$ cat src/logic/rv_pkg.sv
package rv_pkg;

  localparam int XLEN = 64;
  localparam int ILEN = 32;

  typedef logic [XLEN-1:0] xlen_t;   // addresses, fetch beats, immediates
  typedef logic [ILEN-1:0] inst_t;
  typedef logic [4:0] reg_idx_t;
  typedef logic [2:0] funct3_t;

  // major opcodes handled by the decoder
  typedef enum logic [6:0] {
    OPC_LOAD      = 7'b0000011,
    OPC_MISC_MEM  = 7'b0001111,
    OPC_OP_IMM    = 7'b0010011,
    OPC_AUIPC     = 7'b0010111,
    OPC_OP_IMM_32 = 7'b0011011,
    OPC_STORE     = 7'b0100011,
    OPC_OP        = 7'b0110011,
    OPC_LUI       = 7'b0110111,
    OPC_OP_32     = 7'b0111011,
    OPC_BRANCH    = 7'b1100011,
    OPC_JALR      = 7'b1100111,
    OPC_JAL       = 7'b1101111,
    OPC_SYSTEM    = 7'b1110011
  } opcode_t;

  typedef enum logic [3:0] {
    CLASS_LOAD,
    CLASS_MISC_MEM,
    CLASS_OP_IMM,
    CLASS_AUIPC,
    CLASS_OP_IMM_32,
    CLASS_STORE,
    CLASS_OP,
    CLASS_LUI,
    CLASS_OP_32,
    CLASS_BRANCH,
    CLASS_JALR,
    CLASS_JAL,
    CLASS_SYSTEM,
    CLASS_ILLEGAL
  } inst_class_t;

  // funct7 values accepted for reg-reg ops
  localparam logic [6:0] F7_BASE   = 7'b0000000;
  localparam logic [6:0] F7_ALT    = 7'b0100000;   // sub, sra
  localparam logic [6:0] F7_MULDIV = 7'b0000001;

  // funct3 values that the decoder rejects
  localparam funct3_t F3_JALR     = 3'b000;
  localparam funct3_t F3_LOAD_BAD = 3'b111;
  localparam funct3_t F3_SYS_BAD  = 3'b100;

  // one burst is 8 beats of 8 bytes
  localparam int unsigned BURST_BEATS = 8;
  localparam int unsigned BURST_BYTES = 64;

endpackage

$ cat src/logic/fetch_unit.sv
`timescale 1ns/1ps

module fetch_unit #(
  parameter int QUEUE_DEPTH = 16
) (
  input  logic                        clk,
  input  logic                        reset,
  input  rv_pkg::xlen_t               entry,
  output rv_pkg::xlen_t               ar_addr,
  output logic                        ar_valid,
  input  logic                        ar_ready,
  input  rv_pkg::xlen_t               r_data,
  input  logic                        r_last,
  input  logic                        r_valid,
  output logic                        r_ready,
  output logic                        push,
  output rv_pkg::xlen_t               push_data,
  input  logic [$clog2(QUEUE_DEPTH):0] free_count
);

  typedef enum logic [1:0] {
    IDLE,
    ADDR,
    DATA
  } state_t;

  state_t state;
  rv_pkg::xlen_t fetch_addr;
  logic room;
  logic r_fire;

  // free_count lags a push by one cycle, so hold off while one is pending
  assign room = !push && (free_count >= rv_pkg::BURST_BEATS);
  assign r_fire = r_valid && r_ready;
  assign ar_addr = fetch_addr;

  always_ff @(posedge clk) begin
    if (reset) begin
      state <= IDLE;
      fetch_addr <= entry;
      ar_valid <= 1'b0;
      r_ready <= 1'b0;
      push <= 1'b0;
    end else begin
      push <= r_fire;   // beat goes to the queue one cycle later
      case (state)
        IDLE: begin
          if (room) begin
            ar_valid <= 1'b1;
            state <= ADDR;
          end
        end
        ADDR: begin
          if (ar_ready) begin   // address taken
            ar_valid <= 1'b0;
            r_ready <= 1'b1;
            fetch_addr <= fetch_addr + rv_pkg::xlen_t'(rv_pkg::BURST_BYTES);
            state <= DATA;
          end
        end
        DATA: begin
          if (r_fire && r_last) begin
            r_ready <= 1'b0;
            state <= IDLE;
          end
        end
        default: state <= IDLE;
      endcase
    end
  end

  always_ff @(posedge clk) begin
    if (r_fire) push_data <= r_data;
  end

  // AXI: address must not move while waiting for ready
  ar_addr_stable: assert property (@(posedge clk) disable iff (reset)
    ar_valid && !ar_ready |=> ar_valid && $stable(ar_addr))
    else $error("ar_addr changed before ar_ready");

  // bursts are incrementing from a 64-byte boundary
  entry_aligned: assert property (@(posedge clk)
    $fell(reset) |-> entry % rv_pkg::BURST_BYTES == 0)
    else $error("entry not 64-byte aligned");

endmodule

$ cat src/logic/inst_queue.sv
`timescale 1ns/1ps

module inst_queue #(
  parameter int QUEUE_DEPTH = 16
) (
  input  logic                        clk,
  input  logic                        reset,
  input  logic                        push,
  input  rv_pkg::xlen_t               push_data,
  input  logic                        pop,
  output rv_pkg::xlen_t               head_data,
  output logic                        empty,
  output logic [$clog2(QUEUE_DEPTH):0] free_count
);

  localparam int PTR_W = $clog2(QUEUE_DEPTH);

  rv_pkg::xlen_t mem [QUEUE_DEPTH];
  logic [PTR_W-1:0] wr_ptr;
  logic [PTR_W-1:0] rd_ptr;
  logic [PTR_W:0] count;   // occupied slots

  assign head_data = mem[rd_ptr];
  assign empty = (count == '0);
  assign free_count = (PTR_W + 1)'(QUEUE_DEPTH) - count;

  always_ff @(posedge clk) begin
    if (push) mem[wr_ptr] <= push_data;
  end

  // pointers wrap on their own, depth is a power of two
  always_ff @(posedge clk) begin
    if (reset) begin
      wr_ptr <= '0;
      rd_ptr <= '0;
      count <= '0;
    end else begin
      if (push) wr_ptr <= wr_ptr + 1'b1;
      if (pop) rd_ptr <= rd_ptr + 1'b1;
      case ({push, pop})
        2'b10: count <= count + 1'b1;
        2'b01: count <= count - 1'b1;
        default: count <= count;   // none or both
      endcase
    end
  end

  // fetch unit must only start a burst with room for all of it
  no_overflow: assert property (@(posedge clk) disable iff (reset)
    push |-> count < (PTR_W + 1)'(QUEUE_DEPTH))
    else $error("push into full queue");

  no_underflow: assert property (@(posedge clk) disable iff (reset)
    pop |-> count != '0)
    else $error("pop from empty queue");

endmodule

$ cat src/logic/inst_decoder.sv
`timescale 1ns/1ps

module inst_decoder (
  input  logic                clk,
  input  logic                reset,
  input  rv_pkg::xlen_t       entry,
  input  logic                empty,
  input  rv_pkg::xlen_t       head_data,
  output logic                pop,
  output logic                dec_valid,
  output rv_pkg::xlen_t       dec_pc,
  output rv_pkg::inst_class_t dec_class,
  output rv_pkg::reg_idx_t    dec_rd,
  output rv_pkg::reg_idx_t    dec_rs1,
  output rv_pkg::reg_idx_t    dec_rs2,
  output logic                dec_rd_en,
  output logic                dec_rs1_en,
  output logic                dec_rs2_en,
  output rv_pkg::xlen_t       dec_imm,
  output rv_pkg::funct3_t     dec_funct3
);

  typedef enum logic {
    LOW,
    HIGH
  } phase_t;

  phase_t phase;
  rv_pkg::inst_t hi_inst;   // upper half of the popped beat
  rv_pkg::xlen_t pc;
  rv_pkg::inst_t inst;
  logic fire;

  rv_pkg::opcode_t opc;
  rv_pkg::funct3_t f3;
  logic [6:0] f7;
  rv_pkg::xlen_t imm_i;
  rv_pkg::xlen_t imm_s;
  rv_pkg::xlen_t imm_b;
  rv_pkg::xlen_t imm_u;
  rv_pkg::xlen_t imm_j;
  rv_pkg::xlen_t imm;
  rv_pkg::inst_class_t cls;
  logic illegal;
  logic rd_en;
  logic rs1_en;
  logic rs2_en;

  assign pop = (phase == LOW) && !empty;
  assign fire = pop || (phase == HIGH);
  assign inst = (phase == LOW) ? head_data[31:0] : hi_inst;   // low word decodes first

  assign opc = rv_pkg::opcode_t'(inst[6:0]);
  assign f3 = inst[14:12];
  assign f7 = inst[31:25];

  assign imm_i = {{52{inst[31]}}, inst[31:20]};
  assign imm_s = {{52{inst[31]}}, inst[31:25], inst[11:7]};
  assign imm_b = {{51{inst[31]}}, inst[31], inst[7], inst[30:25], inst[11:8], 1'b0};
  assign imm_u = {{32{inst[31]}}, inst[31:12], 12'b0};
  assign imm_j = {{43{inst[31]}}, inst[31], inst[19:12], inst[20], inst[30:21], 1'b0};

  always_comb begin
    illegal = 1'b0;
    imm = '0;
    cls = rv_pkg::CLASS_ILLEGAL;
    case (opc)
      rv_pkg::OPC_LOAD: begin
        cls = rv_pkg::CLASS_LOAD;
        imm = imm_i;
        illegal = (f3 == rv_pkg::F3_LOAD_BAD);
      end
      rv_pkg::OPC_MISC_MEM: cls = rv_pkg::CLASS_MISC_MEM;
      rv_pkg::OPC_OP_IMM: begin
        cls = rv_pkg::CLASS_OP_IMM;
        imm = imm_i;
      end
      rv_pkg::OPC_AUIPC: begin
        cls = rv_pkg::CLASS_AUIPC;
        imm = imm_u;
      end
      rv_pkg::OPC_OP_IMM_32: begin
        cls = rv_pkg::CLASS_OP_IMM_32;
        imm = imm_i;
      end
      rv_pkg::OPC_STORE: begin
        cls = rv_pkg::CLASS_STORE;
        imm = imm_s;
        illegal = f3[2];   // only sb/sh/sw/sd
      end
      rv_pkg::OPC_OP, rv_pkg::OPC_OP_32: begin
        cls = (opc == rv_pkg::OPC_OP) ? rv_pkg::CLASS_OP : rv_pkg::CLASS_OP_32;
        illegal = !(f7 inside {rv_pkg::F7_BASE, rv_pkg::F7_ALT, rv_pkg::F7_MULDIV});
      end
      rv_pkg::OPC_LUI: begin
        cls = rv_pkg::CLASS_LUI;
        imm = imm_u;
      end
      rv_pkg::OPC_BRANCH: begin
        cls = rv_pkg::CLASS_BRANCH;
        imm = imm_b;
        illegal = (f3 inside {3'b010, 3'b011});
      end
      rv_pkg::OPC_JALR: begin
        cls = rv_pkg::CLASS_JALR;
        imm = imm_i;
        illegal = (f3 != rv_pkg::F3_JALR);
      end
      rv_pkg::OPC_JAL: begin
        cls = rv_pkg::CLASS_JAL;
        imm = imm_j;
      end
      rv_pkg::OPC_SYSTEM: begin
        cls = rv_pkg::CLASS_SYSTEM;
        imm = imm_i;
        illegal = (f3 == rv_pkg::F3_SYS_BAD);
      end
      default: illegal = 1'b1;   // opcode not supported
    endcase
    if (illegal) cls = rv_pkg::CLASS_ILLEGAL;
  end

  // illegal falls out of every enable below
  assign rd_en = !(cls inside {rv_pkg::CLASS_BRANCH, rv_pkg::CLASS_STORE,
                               rv_pkg::CLASS_MISC_MEM, rv_pkg::CLASS_ILLEGAL});
  assign rs1_en = !(cls inside {rv_pkg::CLASS_LUI, rv_pkg::CLASS_AUIPC,
                                rv_pkg::CLASS_JAL, rv_pkg::CLASS_ILLEGAL});
  assign rs2_en = cls inside {rv_pkg::CLASS_BRANCH, rv_pkg::CLASS_STORE,
                              rv_pkg::CLASS_OP, rv_pkg::CLASS_OP_32};

  always_ff @(posedge clk) begin
    if (reset) begin
      phase <= LOW;
      pc <= entry;
      dec_valid <= 1'b0;
    end else begin
      dec_valid <= fire;
      if (fire) pc <= pc + 64'd4;
      if (pop) phase <= HIGH;
      else if (phase == HIGH) phase <= LOW;
    end
  end

  always_ff @(posedge clk) begin
    if (pop) hi_inst <= head_data[63:32];
    if (fire) begin
      dec_pc <= pc;
      dec_class <= cls;
      dec_rd <= inst[11:7];
      dec_rs1 <= inst[19:15];
      dec_rs2 <= inst[24:20];
      dec_rd_en <= rd_en;
      dec_rs1_en <= rs1_en;
      dec_rs2_en <= rs2_en;
      dec_imm <= imm;
      dec_funct3 <= f3;
    end
  end

endmodule

$ cat src/logic/rv_fetch_decode.sv
`timescale 1ns/1ps

module rv_fetch_decode #(
  parameter int QUEUE_DEPTH = 16
) (
  input  logic                clk,
  input  logic                reset,
  input  rv_pkg::xlen_t       entry,
  output rv_pkg::xlen_t       ar_addr,
  output logic                ar_valid,
  input  logic                ar_ready,
  input  rv_pkg::xlen_t       r_data,
  input  logic                r_last,
  input  logic                r_valid,
  output logic                r_ready,
  output logic                dec_valid,
  output rv_pkg::xlen_t       dec_pc,
  output rv_pkg::inst_class_t dec_class,
  output rv_pkg::reg_idx_t    dec_rd,
  output rv_pkg::reg_idx_t    dec_rs1,
  output rv_pkg::reg_idx_t    dec_rs2,
  output logic                dec_rd_en,
  output logic                dec_rs1_en,
  output logic                dec_rs2_en,
  output rv_pkg::xlen_t       dec_imm,
  output rv_pkg::funct3_t     dec_funct3
);

  logic push;
  rv_pkg::xlen_t push_data;
  logic pop;
  logic empty;
  rv_pkg::xlen_t head_data;
  logic [$clog2(QUEUE_DEPTH):0] free_count;

  fetch_unit #(.QUEUE_DEPTH(QUEUE_DEPTH)) u_fetch (
    .clk        (clk),
    .reset      (reset),
    .entry      (entry),
    .ar_addr    (ar_addr),
    .ar_valid   (ar_valid),
    .ar_ready   (ar_ready),
    .r_data     (r_data),
    .r_last     (r_last),
    .r_valid    (r_valid),
    .r_ready    (r_ready),
    .push       (push),
    .push_data  (push_data),
    .free_count (free_count)
  );

  inst_queue #(.QUEUE_DEPTH(QUEUE_DEPTH)) u_queue (
    .clk        (clk),
    .reset      (reset),
    .push       (push),
    .push_data  (push_data),
    .pop        (pop),
    .head_data  (head_data),
    .empty      (empty),
    .free_count (free_count)
  );

  inst_decoder u_dec (
    .clk        (clk),
    .reset      (reset),
    .entry      (entry),
    .empty      (empty),
    .head_data  (head_data),
    .pop        (pop),
    .dec_valid  (dec_valid),
    .dec_pc     (dec_pc),
    .dec_class  (dec_class),
    .dec_rd     (dec_rd),
    .dec_rs1    (dec_rs1),
    .dec_rs2    (dec_rs2),
    .dec_rd_en  (dec_rd_en),
    .dec_rs1_en (dec_rs1_en),
    .dec_rs2_en (dec_rs2_en),
    .dec_imm    (dec_imm),
    .dec_funct3 (dec_funct3)
  );

endmodule

$ cat config.mk
export PLATFORM = sky130hd
export DESIGN_NAME = rv_fetch_decode
export DESIGN_NICKNAME = d
export VERILOG_FILES = /design/src/logic/rv_pkg.sv /design/src/logic/fetch_unit.sv /design/src/logic/inst_queue.sv /design/src/logic/inst_decoder.sv /design/src/logic/rv_fetch_decode.sv
export SDC_FILE = /design/constraint.sdc
export NUM_CORES = 1
export LEC_CHECK = 0
export ABC_AREA = 1
export BUFFER_PORTS_ARGS = -buffer_cell sky130_fd_sc_hd__buf_2
export CELL_PAD_IN_SITES_DETAIL_PLACEMENT = 1
export CELL_PAD_IN_SITES_GLOBAL_PLACEMENT = 2
export CORE_UTILIZATION = 40
export CTS_BUF_LIST = sky130_fd_sc_hd__clkbuf_8 sky130_fd_sc_hd__clkbuf_16
export DETAILED_ROUTE_END_ITERATION = 8
export PLACE_DENSITY_LB_ADDON = 0.3
export SLEW_MARGIN = 20
export SYNTH_ARGS = -nofsm -noshare
export SYNTH_HDL_FRONTEND = slang
export SYNTH_SLANG_ARGS = --single-unit
$ cat constraint.sdc
create_clock -name clk -period 6.1 [get_ports clk]
set_input_delay 0.305 -clock clk [delete_from_list [all_inputs] [get_ports clk]]
set_output_delay 0.305 -clock clk [all_outputs]
set_load 0.05 [all_outputs]
[Word level (Yosys, flattened, before mapping)]
Memory sizes are Yosys's and may differ from the RTL's. A register that Yosys moved wholly into a read port is not among the register bits.
Index checks and enable logic that the tools add are counted.
Word-level totals
  output and inout bits: 220
  memories kept: 1
  register bits: 397
  word-level logic and storage cells: 128
  memory bits (writable): 1024
  input bits: 133
Cells by class
  reductions and logical operators: 33
  bitwise operators: 1
  $add $sub $neg: 7
  magnitude comparators: 1
  equal/unequal tests: 35
  mux-type cells: 27
Memories
  u_queue.mem: words 16, bits a word 64, read ports 1, clocked after memory_dff 1, wr ports 1, RTL line inst_queue.sv:18  | rv_pkg::xlen_t mem [QUEUE_DEPTH];
Operators by type and width (number)
  64-bit 2-to-1 mux: 5
  64-bit case mux with 5 select lines: 1
  64-bit by 3-bit adder with 64-bit output, second input constant: 1
  64-bit by 7-bit adder with 64-bit output, second input constant: 1
  4-bit case mux with 12 select lines: 1
  7-bit by 6-bit == test with 1-bit output, second input constant: 5
  32-bit 2-to-1 mux: 1
  7-bit == test, second input constant: 4
  7-bit by 5-bit == test with 1-bit output, second input constant: 3
  4-bit == test, second input constant: 4
  4-bit 2-to-1 mux: 4
  2-bit nonzero test: 7
  4-bit by 3-bit == test with 1-bit output, second input constant: 3
  4-bit nonzero test: 3
  5-bit case mux with 2 select lines: 1
  3-bit AND reduction: 3
  4-bit by 1-bit adder with 4-bit output, second input constant: 2
  7-bit by 1-bit == test with 1-bit output, second input constant: 1
  7-bit by 2-bit == test with 1-bit output, second input constant: 1
  7-bit by 4-bit == test with 1-bit output, second input constant: 1
  7-bit logical NOT: 1
  1-bit 2-to-1 mux: 7
  1-bit case mux with 7 select lines: 1
  3-bit by 2-bit == test with 1-bit output, second input constant: 2
  25 further kinds: 41

[Depth between registers and ports, before layout]
Gate-level depths: netlist of run 1.
  depth after elaboration: 9
  mapped depth: 22
  depth with buffers taken out: 20

[Hierarchy]
From an unflattened synthesis of run 1, not the netlist that was laid out.
Unflattened totals
  cell total of the unflattened synthesis: 5100
  area, all modules: 60115.2 µm²
Modules (own cells, without submodules)
  inst_queue: area an instance 42998.7 µm², sequential area each 31089.8 µm², times used 1, cells each 3362
  inst_decoder: area an instance 10508.8 µm², sequential area each 6556.3 µm², times used 1, cells each 1038
  fetch_unit: area an instance 6607.6 µm², sequential area each 3943.8 µm², times used 1, cells each 700

[Worst setup path before layout of run 1]
No wires, ideal clock.
  path type: reg-to-reg
  start point: reg u_dec.phase
  end point: reg u_dec.dec_class[0], enable pin
  slack: 1.614 ns
  arrival: 3.413 ns
  library setup time: 1.073 ns
  cell stages (with the launch flop): 7
  buffers on the path: 4
  cells stage by stage: dfxtp_1 -> inv_1 -> buf_2 -> clkbuf_1 -> clkbuf_1 -> buf_1 -> nand2_1
Between the ends
  cells in the longest elaborated chain, start to end: 3
Ends and longest elaborated chain
  start: declaration: RTL line inst_decoder.sv:28  | phase_t phase;
  start signal: assignment: RTL line inst_decoder.sv:133  | phase <= LOW;
  start signal: assignment: RTL line inst_decoder.sv:139  | if (pop) phase <= HIGH;
  start signal: assignment: RTL line inst_decoder.sv:140  | else if (phase == HIGH) phase <= LOW;
  1-bit inverter
  1-bit logical AND: RTL line inst_decoder.sv:49  | assign pop = (phase == LOW) && !empty;
  1-bit logical OR *: RTL line inst_decoder.sv:50  | assign fire = pop || (phase == HIGH);
  net u_dec.fire: RTL line inst_decoder.sv:32  | logic fire;
  end signal: assignment: RTL line inst_decoder.sv:148  | dec_class <= cls;
  end: declaration: RTL line inst_decoder.sv:12  | output rv_pkg::inst_class_t dec_class,
The timed path passes the listed nets; every way through them passes the cells marked *.
A chain may end at the register's enable or synchronous reset.

==> results of run 1 <==
## synth_stat cells (all sizes together)
| master | count |
|---|---|
| buf | 133 |
| a211oi | 2 |
| o31ai | 10 |
| nand4 | 24 |
| dfxtp | 24 |
| a31oi | 20 |
| a21oi | 54 |
| o22ai | 43 |
| edfxtp | 1369 |
| o21a | 3 |
| and2 | 2 |
| o21ai | 526 |
| o41ai | 2 |
| clkbuf | 141 |
| nor2 | 579 |
| nor4 | 13 |
| nor3 | 66 |
| nand2 | 706 |
| fa | 1 |
| inv | 177 |
| xnor2 | 11 |
| nor3b | 6 |
| or2 | 10 |
| and3 | 1 |
| o221ai | 155 |
| o211ai | 24 |
| clkinv | 1 |
| ha | 12 |
| a21boi | 1 |
| nand3b | 1 |
| a21o | 1 |
| xor2 | 42 |
| nand3 | 314 |
| a22o | 4 |
## registers in the layout (all words and copies together) (netlist names), 32 cells and up, named ones only
name	flops
u_fetch.ar_addr	64
u_dec.dec_pc	64
u_dec.hi_inst	32
u_dec.dec_imm	32
u_queue.mem	1024
u_fetch.push_data	64
u_dec.pc	64
## area by class of cell
type | count | area (sq um) | area share (%)
inverter | 178 | 700.7 | 1.055
clock inverter | 116 | 968.4 | 1.459
clock buffer | 158 | 3920 | 5.904
sequential | 1393 | 41600 | 62.66
tap | 1876 | 2347 | 3.535
antenna | 1 | 2.502 | 0.003769
timing repair buffer | 553 | 3824 | 5.759
multi-input combinational | 2633 | 13030 | 19.62
## cell families (layout without fill, tap and decap cells)
| kind of cell | count (synthesis) | count (layout) | synth area share, % |
|---|---|---|---|
| compound gates | 845 | 845 | 8.889 |
| xor+xnor | 53 | 53 | 0.8215 |
| fa+ha+maj | 13 | 13 | 0.3012 |
| buf+inv | 452 | 1005 | 3.601 |
| flops | 1393 | 1393 | 73.61 |
| other cells | 0 | 1 | 0 |
| simple gates | 1722 | 1722 | 12.78 |
## power groups by stage
stage | clock network, uW | logic [uW] | registers, uW
after detailed placement | 0 | 7980 | 12700
after global routing | 9560 | 8720 | 12600
after floorplan | 0 | 4150 | 13900
after global placement | 0 | 7850 | 12700
after CTS | 9260 | 8080 | 12500
final | 9110 | 8060 | 12500
## path summary, 6_finish.rpt
path	from	endpoint	slack [ns]
setup / recovery	flip-flop	u_dec.dec_imm[17]$_DFFE_PP_	2.12
hold / removal	reset	u_dec.pc[0]$_DFFE_PP_	0.08
setup reg to reg	flip-flop	u_dec.dec_imm[17]$_DFFE_PP_	2.12
hold reg to reg	u_dec.pc[1]$_DFFE_PP_	u_dec.dec_pc[1]$_DFFE_PP_	0.43
## routing by layer
metal	up-vias	routed length, microns
met4	6	3978
met5	-	47
met2	1146	84050
li1	17170	-
met1	19320	79230
met3	242	10040
## through the flow
| step | hold slack (ns) | worst slack [ns] | area [sq um] | total power [uW] |
|---|---|---|---|---|
| 2_1_floorplan | 0.4003 | 1.614 | 56500 | 18020 |
| 3_3_place_gp | 0.4025 | 2.254 | 60050 | 20570 |
| 3_5_place_dp | 0.4066 | 2.179 | 60190 | 20710 |
| 4_1_cts | 0.007085 | 2.171 | 66390 | 29890 |
| 5_1_grt | 0.06787 | 1.795 | 66390 | 30910 |
| 6_report | 0.07758 | 2.125 | 66400 | 29720 |
==> metrics.log, run 1 <==
INFO  metric status = finished, final reports clean
INFO  metric cp_data_arrival_time = 4.61 ns
INFO  metric post_cts_sizing = 0
INFO  metric hold_buffers = 131
INFO  metric first_pass_grt_wire_length = 256.6 mm
INFO  metric timing.critical_path.required = 6.73 ns
INFO  metric post_cts.repair.setup_buffers = 0
INFO  metric cap_violations = 0
INFO  metric setup_tns = 0 ns
INFO  metric grt_pass1_vias = 38,680
INFO  metric grt_use_total = 24.54%
INFO  metric cts_num_sinks = 1,393
INFO  metric sequentialPowerShare = 42.2%
INFO  metric path_class = flip-flop to flip-flop
INFO  metric power.clock.fraction = 30.7%
INFO  metric ios = 353
INFO  metric synth-warning-count = 0
INFO  metric critical_path_end_type = flip-flop
INFO  metric fin_util = 47.47%
INFO  metric die_height = 377.8 microns
INFO  metric finalMaxSlewViolations = 0
INFO  metric gr-total-overflow = 0
INFO  metric max_slew_margin = 6.791%
INFO  metric worstSetupPathDepth = 15
INFO  metric cts.htree.levels = 4
INFO  metric skew = 0.03736 ns
INFO  metric detail_route.drc_violations = 0
INFO  metric vias = 37,880
INFO  metric rsz_0062_raised_after_global_routing = no
INFO  metric cts_made_buffers = 152
INFO  metric met1_track_demand_over_resource = 33.91%
INFO  metric n_fill_cell = 14,460
INFO  metric area.growth.synth_to_final = 17.51%
INFO  metric cp_cell_sequence = buf_12, nand3_1, nand3_1, nand3_1, nand3_1, nand3_1, nand2_1, inv_1, nor2_1, nand2_1, nand2_1, nor2_1, inv_1, a21oi_1, nand2_1
INFO  metric p_sw = 10,880 uW
INFO  metric synth_cell_type_count = 49
INFO  metric final_hold_viol_count = 0
INFO  metric effective_utilization_at_floorplan = 40.40%
INFO  metric portBuffers = 352
INFO  metric met2_usage = 40.09%
INFO  metric final_cells = 6,908
INFO  metric detailedPlacementHpwl = 103.2 mm
INFO  metric largest_buffer_count_on_any_clock_path = 3
INFO  metric synth_cells = 4,478
INFO  metric drtPass1Iterations = 5
INFO  metric largest_net_degree_at_the_start_of_global_routing = 194
INFO  metric dieWidth = 377.8 microns
INFO  metric maxClockFrequency = 0.2516 GHz
INFO  metric final_period_minus_worst_setup_slack = 3.975 ns
INFO  metric worst_setup_path_start_kind = flip-flop
INFO  metric routed_wire_per_std_cell = 25.67 microns
INFO  metric power.static_leakage = 0.02356 uW
INFO  metric worst-slew-pin-transition = 1.398 ns
INFO  metric tritoncts = yes
INFO  metric synth_top_cells_by_area = sky130_fd_sc_hd__edfxtp_1, sky130_fd_sc_hd__nand2_1, sky130_fd_sc_hd__o21ai_0
INFO  metric synth.avg_cell_area = 12.62 sq um
INFO  metric synth_top_area_cell = sky130_fd_sc_hd__edfxtp_1
INFO  metric worstSkewPairLatency = 0.79 ns
INFO  metric dpl.cell_count = 6,502
INFO  metric setup_viol = 0
INFO  metric cellPowerDensity = 447.7 nW/um^2
INFO  metric largest_voltage_drop_on_the_vdd_net = 341.0 uV
INFO  metric holdPathStages = 1
INFO  metric most-common-layout-cells = sky130_fd_sc_hd__edfxtp_1, sky130_fd_sc_hd__nand2_1, sky130_fd_sc_hd__nor2_1, sky130_fd_sc_hd__o21ai_0, sky130_fd_sc_hd__buf_2
INFO  metric total_die_area = 142,800 sq um
INFO  metric hp-class = input pin to flip-flop
INFO  metric reg2reg_depth = 15
INFO  metric antenna_left = 0
INFO  metric cts.reportedPaths.clkPinSlew = 0.06 ns
INFO  metric power_report.internal_total = 18,840 uW
INFO  metric grt-busiest-layer = met2
INFO  metric total_length_of_routed_wires = 177.4 mm
INFO  metric detail_route.iter0.violations = 3,380
INFO  metric final_nets = 5,057
INFO  metric layout_cells_sized_above_1 = 14.21%
INFO  metric gpl.final_weighted_congestion = 0.8533
INFO  metric path_buf_inv = 3
INFO  metric synth.top_cell.area_share = 72.76%
INFO  metric core.rowCount = 137
INFO  metric timing.critical_path.slowest_stage_cell = sky130_fd_sc_hd__dfxtp_4
INFO  metric layout_commonest_cell = sky130_fd_sc_hd__edfxtp_1
INFO  metric switching_share_of_total_power = 36.61%
INFO  metric mappedNetlistNets = 4,624
INFO  metric syn_area = 56,500 sq um
INFO  metric cts.root.buffer_cell = sky130_fd_sc_hd__clkbuf_16
INFO  metric synth_seq_area_share = 73.61%
INFO  metric cpMostUsedCell = sky130_fd_sc_hd__nand3_1
INFO  metric groute.layer.met3.usage = 3.929%
INFO  metric synth-seq-cells = 1,393
INFO  metric coreArea = 139,900 sq um
INFO  metric crit_family = simple AND/OR/NAND/NOR gates
INFO  metric cpPeakStageDelay = 0.62 ns
INFO  metric initial_antenna_violation_count = 6
INFO  metric p_comb_share = 27.1%
INFO  metric vias_per_cell = 5.484
INFO  metric period_share = 65.17%
INFO  metric critical_path_peak_fanout = 169
Note: power is estimated with default switching activity, not from simulation.
==> inputs of run 2 (changes only) <==
Settings changed: CORE_UTILIZATION 40 to 38.
Clock period 6.1 ns to 3.4 ns, I/O delays scaled along.
==> run 2 against run 1 <==
  * Worst hold slack gained 0.0077 ns
  * Cell count grew 1.7%
  * First-iteration DRC count shrank 0.44%
  * Global-route usage shrank 1.2 points
  * Wire length grew 0.37%
  * Critical endpoint is now u_dec.dec_imm[27]$_DFFE_PP_
  * Highest routed layer unchanged
==> metrics.log, run 2 (same netlist as run 1, synthesis figures left out) <==
INFO  metric critical_path.reg2reg.endpoint = u_dec.dec_imm[27]$_DFFE_PP_
INFO  metric groute.layer.met3.usage = 3.398%
INFO  metric cts.root.buffer_cell = sky130_fd_sc_hd__clkbuf_16
INFO  metric area.growth.synth_to_final = 19.27%
INFO  metric final_nets = 5,117
INFO  metric period_share = 91.66%
INFO  metric reg2reg_depth = 17
INFO  metric power.clock.fraction = 31.1%
INFO  metric dieWidth = 387.6 microns
INFO  metric postLayoutSetupSlackWorst = 0.2835 ns
INFO  metric hp-class = input pin to flip-flop
INFO  metric layout_commonest_cell = sky130_fd_sc_hd__edfxtp_1
INFO  metric switching_share_of_total_power = 36.31%
INFO  metric routed_wire_per_std_cell = 25.33 microns
INFO  metric tritoncts = yes
INFO  metric largest_net_degree_at_the_start_of_global_routing = 173
INFO  metric drtPass1Iterations = 5
INFO  metric cts_made_buffers = 154
INFO  metric total_die_area = 150,200 sq um
INFO  metric final_hold_viol_count = 0
INFO  metric largest_voltage_drop_on_the_vdd_net = 540.6 uV
INFO  metric timing.critical_path.required = 3.90 ns
INFO  metric largest_reg_flops = 1,024
INFO  metric ff2ff_setup_slack = 0.28 ns
INFO  metric cts.htree.levels = 4
INFO  metric sequentialPowerShare = 41.4%
INFO  metric effective_utilization_at_floorplan = 38.26%
INFO  metric first_pass_grt_wire_length = 260.2 mm
INFO  metric ios = 353
INFO  metric vias = 38,430
INFO  metric detail_route.drc_violations = 0
INFO  metric maxClockFrequency = 0.3209 GHz
INFO  metric worst-slew-pin-transition = 1.177 ns
INFO  metric core.rowCount = 141
INFO  metric cp_data_arrival_time = 3.62 ns
INFO  metric holdPathStages = 2
INFO  metric finalMaxSlewViolations = 0
INFO  metric most-common-layout-cells = sky130_fd_sc_hd__edfxtp_1, sky130_fd_sc_hd__nand2_1, sky130_fd_sc_hd__nor2_1, sky130_fd_sc_hd__o21ai_0, sky130_fd_sc_hd__buf_2
INFO  metric met2_usage = 38.75%
INFO  metric p_sw = 19,640 uW
INFO  metric vias_per_cell = 5.468
INFO  metric cts.reportedPaths.clkPinSlew = 0.06 ns
INFO  metric post-layout-total-power = 54,080 uW
INFO  metric p_comb_share = 27.5%
INFO  metric n_fill_cell = 15,220
INFO  metric status = finished, final reports clean
INFO  metric critical_path_peak_fanout = 91
INFO  metric met1_track_demand_over_resource = 32.12%
INFO  metric grt_pass1_vias = 38,930
INFO  metric hold_ws = 0.08525 ns
INFO  metric max_slew_margin = 21.55%
INFO  metric critical_path_end_type = flip-flop
INFO  metric total_length_of_routed_wires = 178.0 mm
INFO  metric post_cts.repair.setup_buffers = 0
INFO  metric detailedPlacementHpwl = 105.0 mm
INFO  metric worstSkewPairLatency = 0.80 ns
INFO  metric dp_worst_setup_slack = 0.2882 ns
INFO  metric worst_setup_path_start_kind = flip-flop
INFO  metric initial_antenna_violation_count = 4
INFO  metric gr-total-overflow = 0
INFO  metric cellPowerDensity = 802.5 nW/um^2
INFO  metric final_period_minus_worst_setup_slack = 3.117 ns
INFO  metric layout_cells_sized_above_1 = 15.29%
INFO  metric die_height = 387.6 microns
INFO  metric timing.hold.worst.start = r_data[51]
INFO  metric setup_viol = 0
INFO  metric portBuffers = 352
INFO  metric timing.hold.worst_endpoint = u_fetch.push_data[51]$_DFFE_PP_
INFO  metric detail_route.iter0.violations = 3,365
INFO  metric power.static_leakage = 0.02402 uW
INFO  metric largest_buffer_count_on_any_clock_path = 3
INFO  metric coreArea = 147,700 sq um
INFO  metric grt-busiest-layer = met2
INFO  metric antenna_left = 0
INFO  metric power_report.internal_total = 34,450 uW
INFO  metric skew = 0.02795 ns
INFO  metric rsz_0062_raised_after_global_routing = no
INFO  metric path_class = flip-flop to flip-flop
INFO  metric cap_violations = 0
INFO  metric grt_use_total = 23.38%
INFO  metric gpl.final_weighted_congestion = 0.8475
INFO  metric register_with_the_most_flip_flops = u_queue.mem
INFO  metric cts_num_sinks = 1,393
[run 2: metrics by stage]
step	cells	util (%)	area, sq um	TNS [ns]
detailed placement	6613	41.30	60980	0
global route	7026	45.63	67380	0
global placement	6613	41.30	60980	0
CTS	7025	45.62	67370	0
finish	7028	45.64	67390	0
floorplan	4478	-	56510	-449.41
[run 2: power groups by stage]
stage	Sequential [uW]	Clock [uW]	Combinational (uW)
after floorplan	24800	0	7450
after global placement	22700	0	14600
after detailed placement	22800	0	14800
after CTS	22400	17100	15000
after global routing	22600	17700	16000
final	22400	16800	14900
[run 2: how the worst max path moves through the flow]
stage | endpoint
floorplan | u_queue.mem[0][0]$_DFFE_PP_
global placement | u_fetch.ar_addr[56]$_DFFE_PP_
detailed placement | u_fetch.ar_addr[56]$_DFFE_PP_
CTS | u_fetch.ar_addr[56]$_DFFE_PP_
global route | u_dec.dec_imm[27]$_DFFE_PP_
finish | u_dec.dec_imm[27]$_DFFE_PP_
[run 2: area by class of cell]
| type | instances | area (sq um) | share of cell area (%) |
|---|---|---|---|
| sequential | 1393 | 41600 | 61.74 |
| clock inverter | 124 | 1171 | 1.738 |
| multi-input combinational | 2633 | 13050 | 19.37 |
| tap | 1930 | 2415 | 3.583 |
| clock buffer | 156 | 3892 | 5.776 |
| antenna | 3 | 7.507 | 0.01114 |
| timing repair buffer | 611 | 4552 | 6.755 |
| inverter | 178 | 694.4 | 1.030 |
[run 2: what timing repair did]
action | 4_1_cts | 5_1_grt
setup endpoints to repair | 0 | 1
gates resized for setup | 0 | 3
hold buffers | 132 | 0
hold endpoints to repair | 204 | 0
[run 2: layer usage]
metal  share of wire, %  up-vias  routed length, microns
met4                2.1        2                    3782
met1                 44    19690                   78550
met3                5.5      234                    9841
met2                 48     1184                   85820
li1                   -    17320                       -
met5             0.0073        -                      13
[run 2: critical path, cell delays in order, from the launching register on]
cell,delay [ns]
sky130_fd_sc_hd__dfxtp_4,0.42
sky130_fd_sc_hd__inv_12,0.31
sky130_fd_sc_hd__nand2_1,0.11
sky130_fd_sc_hd__nand3_1,0.09
sky130_fd_sc_hd__nand3_1,0.09
sky130_fd_sc_hd__nand2_1,0.09
sky130_fd_sc_hd__nand2_1,0.05
sky130_fd_sc_hd__nand3_1,0.13
sky130_fd_sc_hd__nand2_1,0.14
sky130_fd_sc_hd__nand2_1,0.14
sky130_fd_sc_hd__nor2_4,0.07
sky130_fd_sc_hd__nand2_2,0.11
sky130_fd_sc_hd__nand3_2,0.12
sky130_fd_sc_hd__nor3_4,0.22
sky130_fd_sc_hd__nand3_2,0.20
sky130_fd_sc_hd__nand2_1,0.16
sky130_fd_sc_hd__buf_12,0.18
sky130_fd_sc_hd__o21ai_0,0.11
